==> src/source/mips32Pkg.sv <==
/*
 * Shared types for the mips32 core: word and register index types,
 * opcode and funct constants, ALU operation enum, pipeline-register
 * structs and the forwarding-match helper.
 */
package mips32Pkg;

	typedef logic [31:0] wordT;
	typedef logic [4:0] regAddrT;

	typedef enum logic [2:0] {aluAdd, aluSub, aluAnd, aluOr, aluSlt} aluOpT;

	// primary opcodes of the subset
	localparam logic [5:0] opRType = 6'h00;
	localparam logic [5:0] opJ = 6'h02;
	localparam logic [5:0] opBeq = 6'h04;
	localparam logic [5:0] opBne = 6'h05;
	localparam logic [5:0] opAddiu = 6'h09;
	localparam logic [5:0] opLw = 6'h23;
	localparam logic [5:0] opSw = 6'h2b;

	// R-type funct field
	localparam logic [5:0] fnAddu = 6'h21;
	localparam logic [5:0] fnSubu = 6'h23;
	localparam logic [5:0] fnAnd = 6'h24;
	localparam logic [5:0] fnOr = 6'h25;
	localparam logic [5:0] fnSlt = 6'h2a;

	typedef struct packed {
		logic regWrite;
		logic memRead;
		logic memWrite;
		logic memToReg;
		logic aluSrcImm;
		logic regDstRt;
		aluOpT aluOp;
	} ctrlT;

	typedef struct packed {
		ctrlT ctrl;
		wordT rsValue;
		wordT rtValue;
		wordT imm;
		regAddrT rs;
		regAddrT rt;
		regAddrT rd;
	} idExT;

	typedef struct packed {
		ctrlT ctrl;
		wordT aluResult;
		wordT storeData;
		regAddrT destReg;
	} exMemT;

	typedef struct packed {
		logic regWrite;
		regAddrT destReg;
		wordT value;
	} memWbT;

	typedef struct packed {
		wordT address;
		wordT data;
	} storeT;

	// one forwarding source
	typedef struct packed {
		logic valid;
		regAddrT regNum;
		wordT value;
	} fwdT;

	// reg 0 never matches
	function automatic logic fwdHit(fwdT src, regAddrT r);
		return src.valid && (src.regNum == r) && (r != '0);
	endfunction

endpackage
==> src/source/fetchStage.sv <==
/*
 * Fetch stage: PC register, instruction memory with load port,
 * next-PC select and the IF/ID register.
 */
`timescale 1ns/1ps

module fetchStage #(
	parameter int imemWords = 64
) (
	input  logic clk,
	input  logic rstN,
	input  logic progWe,
	input  mips32Pkg::wordT progAddr,
	input  mips32Pkg::wordT progData,
	input  logic stall,
	input  logic redirect,
	input  mips32Pkg::wordT target,
	output mips32Pkg::wordT pc1,
	output mips32Pkg::wordT instr,
	output logic validId
);
	import mips32Pkg::*;

	localparam int imemAw = $clog2(imemWords);

	wordT imem [imemWords];
	wordT pc;
	wordT pcPlus1;
	wordT fetched;

	// PC counts words
	assign pcPlus1 = pc + 32'd1;
	assign fetched = imem[pc[imemAw-1:0]];

	// program load port used while the core is held in reset
	always_ff @(posedge clk) begin
		if (progWe)
			imem[progAddr[imemAw-1:0]] <= progData;
	end

	always_ff @(posedge clk) begin
		if (!rstN)
			pc <= '0;
		else if (redirect)
			pc <= target;
		else if (!stall)
			pc <= pcPlus1;
	end

	// IF/ID holds on stall and squashes the wrong-path fetch on redirect
	always_ff @(posedge clk) begin
		if (!rstN || redirect) begin
			pc1 <= '0;
			instr <= '0;
			validId <= 1'b0;
		end else if (!stall) begin
			pc1 <= pcPlus1;
			instr <= fetched;
			validId <= 1'b1;
		end
	end

endmodule

==> config.mk <==
export PLATFORM = sky130hd
export DESIGN_NAME = fetchStage
export DESIGN_NICKNAME = d
export VERILOG_FILES = /design/src/source/mips32Pkg.sv /design/src/source/fetchStage.sv
export SDC_FILE = /design/constraint.sdc
export NUM_CORES = 2
export LEC_CHECK = 0
export BUFFER_PORTS_ARGS = -buffer_cell sky130_fd_sc_hd__buf_2
export CAP_MARGIN = 25
export CORE_MARGIN = 1.5
export CORE_UTILIZATION = 62
export CTS_CLUSTER_SIZE = 25
export DETAILED_ROUTE_END_ITERATION = 16
export GPL_ROUTABILITY_DRIVEN = 0
export PLACE_DENSITY_LB_ADDON = 0.2
export SLEW_MARGIN = 20
export SYNTH_ARGS = -nofsm -noshare
export SYNTH_HDL_FRONTEND = slang
export SYNTH_SLANG_ARGS = --single-unit
==> constraint.sdc <==
create_clock -name clk -period 4.3 [get_ports clk]
set_input_delay 0 -clock clk [delete_from_list [all_inputs] [get_ports clk]]
set_output_delay 0 -clock clk [all_outputs]
set_load 0.01 [all_outputs]
==> run metrics <==
Avg Inst Size Synth=19.0 um^2; Buffers on Ports=139; drt wl/cell=31.6 um; final non-filler cell total=6721; vias in the first global route=44447; r2r setup slk=0.24 ns; Synthesis Warnings=0; CP startpoint=pc[1]; #FFs+latches synth=2145; Iteration-0 DRC Markers=6178; CP max stage delay=0.78 ns; total power=0.0430 W; Die Footprint=136000 um^2; hold_buf cts=144; Crit path depth=7; Final Util=0.713; RR Endpoint=pc[28]; DR vias/cell=6.70; GRT Util Overall=0.315; Clock Skew=0.0215 ns; DRC violations left=0; syn_nets=4478; CTS tree=done; cts bufs inserted=203; Clock Pin Slew Worst Setup and Hold Paths=0.06 ns; Top delay family on crit path=simple AND/OR/NAND/NOR gates; crit-path cells=ha_1 > nand3_1 > or3_1 > nor4_1 > a211oi_1 > nor3_1 > dlygate4sd3_1; critical path data required time=5.07 ns; Worst R2R Path Depth=7; main area contributors after synthesis=edfxtp_1 74%, mux4_2 6.8%, mux2i_1 6.6%; Worst Max-Slew Pin Slew=1.19 ns; fmax=0.246 GHz; Vias=45060; fin crit period=4.06 ns; final period utilization=0.944; Core Region=133000 um^2; share of the synthesized area in the top cell type=0.739; outcome=completed; Lkg Pwr=30.1 nW; maximum net fanout on the critical path=37; Fillers=7934; crit path DAT=4.83 ns; post-layout instance area=95000 um^2; CP bufs+invs=1; Placement Rows=134; cell taking the most area after synthesis=edfxtp_1; first-pass iteration count of the detailed router=5; Post-synth ARST share=0; chip height=369 um; Detail Placement HPWL=121000 um; latest clock arrival within the worst-skew pair=0.83 ns; Nets=4872; # clock sinks=2145; HP Class=in -> reg; pwr dens=453 nW/um^2; slowest CP cell=dfxtp_4; Die X=369 um; post-CTS setup buffer count=0; # setup viols final=0; Slew HR=0.205; reg-to-reg startpoint=pc[1]; area growth from synthesis to layout=14.1%; Max Slew Vio Count=0; Mapped Cells=4376; Mapped Area=83200 um^2; Setup Total Neg Slack=0 ns; antenna viol nets, final=0; most frequent cells in the layout=2048 x edfxtp_1, 545 x mux2i_1, 253 x mux4_2; Starting Density=0.624; grt ovf=0; maximum VDD drop=0.000380 V; instance area after placement=87000 um^2; largest net degree at the start of global routing=86; CP startpoint kind=register; Most used DFF post-synth=edfxtp_1; H-tree depth=4; Crit. End Element=register; I/O pins=166; Root Buffer=clkbuf_16; Final Hold Viols=0; commonest non-fill, non-tap cell in the layout=edfxtp_1; CP endpoint=pc[28]; first-pass GRT wire length=306000 um; RSZ-0062 raised after global routing=false; critical path class=reg -> reg; max cap viols=0; layout cell share with drive strength beyond 1=0.198; Post-CTS Resized=0; fraction of the yosys area taken by sequential cells=0.762; Post-synth EDFFs=2048; Max Buffers Root-to-Sink=3; dpl cells=6182; number of antenna violations at the first check in global routing=11; post-synthesis cell type count=61; drt total wl=212000 um
[cell families after synthesis]
group / synth area share
flip-flops: 0.762
multiplexers: 0.140
buffers and inverters: 0.0155
AND/OR/NAND/NOR: 0.0296
AO/OA/AOI/OAI: 0.0478
adder cells (fa/ha/maj): 0.000150
XOR/XNOR: 0.00495
[sequential cells by signal (all words and copies together) (netlist names)]
signal   cells
validId      1
imem      2048
pc1         32
instr       32
pc          32
[Yosys cell counts (31+ instances only)]
| master | instances |
|---|---|
| mux4_2 | 253 |
| a31oi_1 | 62 |
| nand3_1 | 94 |
| nand2_1 | 119 |
| dfxtp_1 | 97 |
| nor2b_1 | 33 |
| mux2i_1 | 545 |
| buf_2 | 92 |
| buf_4 | 33 |
| xnor2_1 | 34 |
| nor2_1 | 118 |
| o21ai_0 | 81 |
| a21oi_1 | 66 |
| a22oi_1 | 205 |
| edfxtp_1 | 2048 |
| mux2_2 | 42 |
| a211oi_1 | 31 |
| clkbuf_1 | 124 |
[stage by stage]
step	setup WS (ns)	hold slack, ns
global placement	0.960	0.232
global route	0.0163	0.0313
CTS	0.380	0.0111
floorplan	0.962	0.0989
detailed placement	0.988	0.233
finish	0.241	0.0410
[worst min-delay path by stage]
| stage | from | endpoint | slack, ns | depth (start not counted) |
|---|---|---|---|---|
| global route | progAddr[3] | imem[55][0] | 0.03 | 4 |
| floorplan | progData[0] | imem[0][0] | 0.1 | 0 |
| CTS | redirect | validId | 0.01 | 3 |
| detailed placement | target[2] | pc[2] | 0.23 | 2 |
| global placement | target[2] | pc[2] | 0.23 | 2 |
| finish | progAddr[3] | imem[55][26] | 0.04 | 4 |
[worst min-delay path: stages]
cell     delay [ns]
buf_2          0.18
nor2_1         0.08
nand2_1        0.27
nor2_4         0.15
[area by class of cell]
| cell class | count | area (um^2) | area share |
|---|---|---|---|
| diodes | 4 | 10.0 | 0.000105 |
| clock buffers | 284 | 5710 | 0.0601 |
| clock inverters | 100 | 639 | 0.00673 |
| inverters | 8 | 30.0 | 0.000316 |
| multi-input cells | 1952 | 19000 | 0.200 |
| flip-flops and latches | 2145 | 63500 | 0.668 |
| well taps | 1768 | 2210 | 0.0233 |
| repair buffers | 460 | 3900 | 0.0411 |
[metal layers]
layer,up-vias,share of wire,track usage,wire length [um]
met5,-,0.00048,0,101
met4,18,0.033,0.106,7040
met1,23257,0.38,0.455,81600
li1,18711,-,-,-
met3,361,0.11,0.0650,23300
met2,2713,0.47,0.485,100000
[report_power, final]
group | total [W] | switching, W | internal (W)
Clock | 0.0170 | 0.00743 | 0.00959
Combinational | 0.00283 | 0.00174 | 0.00109
Sequential | 0.0232 | 0.000126 | 0.0230
Total | 0.0430 | 0.00929 | 0.0337
Note: power is estimated with default switching activity, not from simulation.
