## config.mk

```make
export PLATFORM = sky130hd
export DESIGN_NAME = pipeReg
export DESIGN_NICKNAME = d
export VERILOG_FILES = /design/src/source/pipeReg.sv
export SDC_FILE = /design/constraint.sdc
export NUM_CORES = 1
export LEC_CHECK = 0
export ABC_CLOCK_PERIOD_IN_PS = 1300
export BUFFER_PORTS_ARGS = -buffer_cell sky130_fd_sc_hd__clkbuf_2
export CAP_MARGIN = 20
export CORE_MARGIN = 2
export CORE_UTILIZATION = 45
export DETAILED_ROUTE_END_ITERATION = 10
export HOLD_SLACK_MARGIN = 0.12
export PLACE_DENSITY = 0.82
export SETUP_SLACK_MARGIN = 0.5
export SLEW_MARGIN = 20
export SYNTH_ARGS = -nofsm -noshare
export SYNTH_HDL_FRONTEND = slang
export SYNTH_SLANG_ARGS = --single-unit
export TNS_END_PERCENT = 20
```

## constraint.sdc

```tcl
create_clock -name clk -period 1.3 [get_ports clk]
set_input_delay 0.26 -clock clk [delete_from_list [all_inputs] [get_ports clk]]
set_output_delay 0.26 -clock clk [all_outputs]
set_load 0.02 [all_outputs]
```

## src/source/pipeReg.sv

```systemverilog
/*
 * Generic pipeline register with stall hold and flush to bubble.
 */
`timescale 1ns/1ps

module pipeReg #(
	parameter type payloadT = logic [31:0]
) (
	input  logic clk,
	input  logic rstN,
	input  logic hold,
	input  logic flush,
	input  payloadT dIn,
	input  logic validIn,
	output payloadT dOut,
	output logic validOut
);

	// a bubble is an all-zero payload with valid clear
	always_ff @(posedge clk) begin
		if (!rstN || flush) begin
			dOut <= '0;
			validOut <= 1'b0;
		end else if (!hold) begin
			dOut <= dIn;
			validOut <= validIn;
		end
	end

endmodule

```

==> metrics.txt, run 1 <==
Hold Path End=dOut[13]; clock latency on the worst-skew pair=0.31 ns; MaxCap Viol Count=0; synth cell count leaders=dfxtp_1, mux2i_1, nor2_1, buf_12, buf_2; cells along the critical path=clkbuf_4; Syn Nets=145; asr flop ratio synth=0; Netlist Area Pre-Place=0.00121 mm²; multi-input logic area=460 µm²; via count=990; layout cell share with drive strength beyond 1=0.622; Synth area leader=dfxtp_1; reg2reg end=dOut[8]; Post-synth EDFFs=0; Die X=55.9 µm; HP Class=in -> reg; DR WL/cell=12.5 µm; delay-heaviest family, CP=flip-flops; Die Area=0.00313 mm²; outcome=complete, no violations; clk buf depth=2; CP peak stage delay=0.34 ns; post-route setup slack=0.229 ns; antenna violations before repair=0; Power Density=1100 mW/mm²; Worst path slowest cell=dfxtp_2; pre-CTS WS=0.252 ns; FF+latch count, synth=33; R2R setup slack=0.57 ns; row cnt=18; setup TNS=0 ns; Buffers on Ports=69; FILL cells=199; Seq/Total Area, Yosys=0.545; largest net degree at the start of global routing=34; Pleak=0.925 nW; CTS tree=done; Hold Fails Final Rpt=0; H-tree depth=2; total wire length=2620 µm; Reg2Reg Depth=3; remaining antenna violation count=0; # IOs=70; CP Max Fanout=2; min Tclk post-route=1.07 ns; CTS sink cnt=33; Post-Syn Instances=108; transition time of the tightest slew-check pin=0.329 ns; Storage cell area=701 µm²; # setup viols final=0; vias in the first global route=948; top_reg_cell synth=dfxtp_1; First-pass DRT Iterations=4; Slew HR=0.781; global-route wire length before repair=4190 µm; Fmax=933 MHz; # hold bufs at CTS=0; Yosys warning total=0; top post-synthesis cells by area=dfxtp_1, mux2i_1, nor2_1; Initial Util=0.481; Worst Path Buf+Inv=1; Die H=55.9 µm; Post-DP Area=0.00153 mm²; Core Area=0.00252 mm²; GP Congestion=0.712; worst r2r src=dOut[8]; Tcrit/Tclk final=0.824; cts bufs inserted=5; Cell variety after synth=8; P&R area growth vs syn=48.5%; RSZ-0062 raised after global routing=yes; Slew Limit Fails=0; WS Path Type=reg -> out; GRT overflow=0; antenna diode count=0; post-layout net count=216; Mean Syn Cell Area=11.2 µm²; post-synth top area share=0.545; Crit path required time=1.04 ns; clock skew=0 ns; crit path DAT=0.81 ns; DRC violations left=0; initial DRC count=17; CP endpoint kind=output port; DP Wirelength=1730 µm; vias per inst=4.71; hold path depth=3; Worst-path clk slew=0.10 ns; maximum vdd drop=0.966 mV; Min Hold Slack=0.165 ns; startpoint types=flop; Post-Layout Inst Area=0.00180 mm²; GRT Util Overall=0.175; hold path startpoint=dIn[13]; CTS root buf=clkbuf_4
[area by class of cell]
class	count	share of cell area
clock buffer	7	0.0361
clock inverter	1	0.00278
tap	30	0.0208
multi-input combinational	67	0.256
sequential	33	0.389
timing repair buffer	72	0.295
[cell usage in the layout, fill, tap and decap left out]
master    synthesis  routed
buf_12            3       1
buf_2             3       1
buf_4             0      19
buf_6             1       4
buf_8             0       5
clkbuf_2          1      36
clkbuf_4          0       8
clkbuf_8          0       5
clkinv_2          0       1
dfxtp_1          33       1
dfxtp_2           0      32
mux2i_1          33      33
nand2b_1          1       1
nor2_1           33      33
[state kept, by name (all words and copies together), names as in the netlist]
name	cells
dOut	32
validOut	1
[timing repair]
| item | 4_1_cts | 5_1_grt |
|---|---|---|
| cloned | 0 | 0 |
| resized for setup | 62 | 41 |
| setup endpoints to repair | 33 | 33 |
| buffers inserted | 0 | 1 |
[worst min-delay path: cells and delay by family]
kind	cells	cell delay [ns]
mux	1	0.05
simple gates	1	0.07
buf+inv	1	0.07
[report_power, final]
| part | switching [W] | internal (W) |
|---|---|---|
| Sequential | 0.0000208 | 0.00105 |
| Clock | 0.000323 | 0.000313 |
| Combinational | 0.000133 | 0.000149 |
[worst max path at each step]
stage / start / endpoint / slack (ns) / cells past startpoint
finish: dOut[20] / dOut[20] / 0.23 / 1
global route: dOut[18] / dOut[18] / 0.18 / 1
CTS: dOut[18] / dOut[18] / 0.20 / 1
detailed placement: hold / dOut[14] / 0.25 / 4
global placement: hold / dOut[6] / 0.31 / 4
floorplan: hold / dOut[0] / 0.48 / 4
[logic make-up after synthesis]
group	share of synthesized area
buffers and inverters	0.0753
muxes	0.272
DFF	0.545
and+or+nand+nor	0.107
[routing by layer]
metal,global-route usage,part of all wire,up-vias
li1,-,-,494
met1,0.179,0.38,450
met2,0.304,0.54,42
met3,0.0767,0.072,4
met4,0.0816,0.011,0
met5,0,0,-
[through the flow]
stage	std cells	util	power (W)
3_3_place_gp	201	0.607	0.00133
2_1_floorplan	108	-	0.00126
4_1_cts	209	0.696	0.00200
6_report	210	0.714	0.00199
3_5_place_dp	201	0.607	0.00133
5_1_grt	210	0.714	0.00210
Power figures use the tool's default switching activity.
==> run 2, diff against run 1 <==
ABC_CLOCK_PERIOD_IN_PS = 1120   (was 1300)
CORE_UTILIZATION = 42   (was 45)
PLACE_DENSITY = 0.77   (was 0.82)
clock period = 1.12 ns   (was 1.3 ns; I/O delays follow)
==> metrics.txt, run 2 (same netlist as run 1, synthesis figures left out) <==
transition time of the tightest slew-check pin=0.171 ns; layout cell share with drive strength beyond 1=0.622; CP endpoint kind=output port; outcome=complete, no violations; antenna violations before repair=0; MaxCap Viol Count=0; GRT Util Overall=0.184; met2 usage=0.354; clock skew=0 ns; Core Area=0.00276 mm²; Power Density=1160 mW/mm²; row cnt=19; Worst path slowest cell=dfxtp_2; FILL cells=212; initial DRC count=7; startpoint types=flop; Die X=57.7 µm; post-layout net count=217; Crit path required time=0.90 ns; clk buf depth=2; DR WL/cell=13.6 µm; cells along the critical path=buf_8; cts bufs inserted=5; # setup viols final=0; delay-heaviest family, CP=flip-flops; Post-CTS Repair Setup Buffers=0; DRC violations left=0; Slew HR=0.883; vias in the first global route=1045; Most flops, register=dOut; DP Wirelength=1890 µm; clock latency on the worst-skew pair=0.32 ns; Initial Util=0.440; top flop regs=dOut: 32 flops, validOut: 1 flops; busiest metal layer after global routing=met2; CTS root buf=clkbuf_4; final non-filler cell total=211; # IOs=70; via count=1011; most frequent cells in the layout=clkbuf_2, mux2i_1, nor2_1, dfxtp_2, buf_8; Fmax=965 MHz; Pleak=0.965 nW; Die H=57.7 µm; CTS tree=done; crit path DAT=0.81 ns; Placed Cells=204; remaining antenna violation count=0; Buffers on Ports=69; Slew Limit Fails=0; Die Area=0.00333 mm²; setup TNS=0 ns; GR Layer Usage met1=0.167; min Tclk post-route=1.04 ns; Worst Path Buf+Inv=1; GR Layer Usage met3=0.0536; CTS sink cnt=33; largest net degree at the start of global routing=20; RSZ-0062 raised after global routing=yes; vias per inst=4.79; GRT overflow=0; CP Max Fanout=2; maximum vdd drop=1.01 mV; GP Congestion=0.651; Storage cell area=702 µm²; total wire length=2870 µm; global-route wire length before repair=4530 µm; max FFs per register=32; WS Path Type=reg -> out; Hold Fails Final Rpt=0; CP peak stage delay=0.36 ns; First-pass DRT Iterations=3; P&R area growth vs syn=62.2%; antenna diode count=0; H-tree depth=2; Tcrit/Tclk final=0.925; multi-input logic area=460 µm²; most common cell after layout, fill and taps aside=clkbuf_2; Worst-path clk slew=0.09 ns; HP Class=in -> reg
-- run 2: cell count changes in the layout (fill, tap and decap cells not counted), moves of 3 or more --
cell	change
buf_6	-3
clkbuf_8	+3
buf_8	+19
clkbuf_4	-3
buf_4	-16
-- run 2: worst paths after layout --
kind             from  endpoint  slack (ns)  cells past startpoint
max reg2reg   dOut[2]   dOut[2]        0.46                      2
max          validOut  validOut        0.08                      1
min            dIn[4]   dOut[4]        0.12                      3
min reg2reg  dOut[13]  dOut[13]        0.51                      2
-- run 2: metrics by stage --
step / utilization / hold slack (ns) / power [W] / instance area [µm²] / worst slack (ns)
floorplan: - / 0.368 / 0.00146 / 1220 / 0.334
global placement: 0.566 / 0.453 / 0.00155 / 1560 / 0.196
detailed placement: 0.566 / 0.463 / 0.00156 / 1560 / 0.158
CTS: 0.700 / 0.108 / 0.00229 / 1930 / 0.0565
global route: 0.713 / 0.122 / 0.00239 / 1970 / 0.0467
finish: 0.713 / 0.122 / 0.00228 / 1970 / 0.0838
-- run 2: repair_timing --
action / CTS / global route
resized for setup: 94 / 30
endpoints found under the hold margin: 12 / 0
pin swaps: 0 / 0
setup endpoints to repair: 38 / 66
-- run 2: where the power goes --
group          leakage, nW  switching [W]  internal (W)
registers            0.284      0.0000326       0.00122
logic                0.650       0.000160      0.000211
clock network       0.0314       0.000357      0.000296
-- run 2: area by class of cell --
cell class                      instances  share of cell area
Clock buffer                            7              0.0280
Sequential cell                        33               0.357
Timing Repair Buffer                   73               0.361
Multi-Input combinational cell         67               0.234
Tap cell                               31              0.0197
-- run 2: metal layers --
metal  wire (µm)  share of wire
met3         172          0.060
met5           0              0
met4          67          0.023
met1         953           0.33
met2        1670           0.58
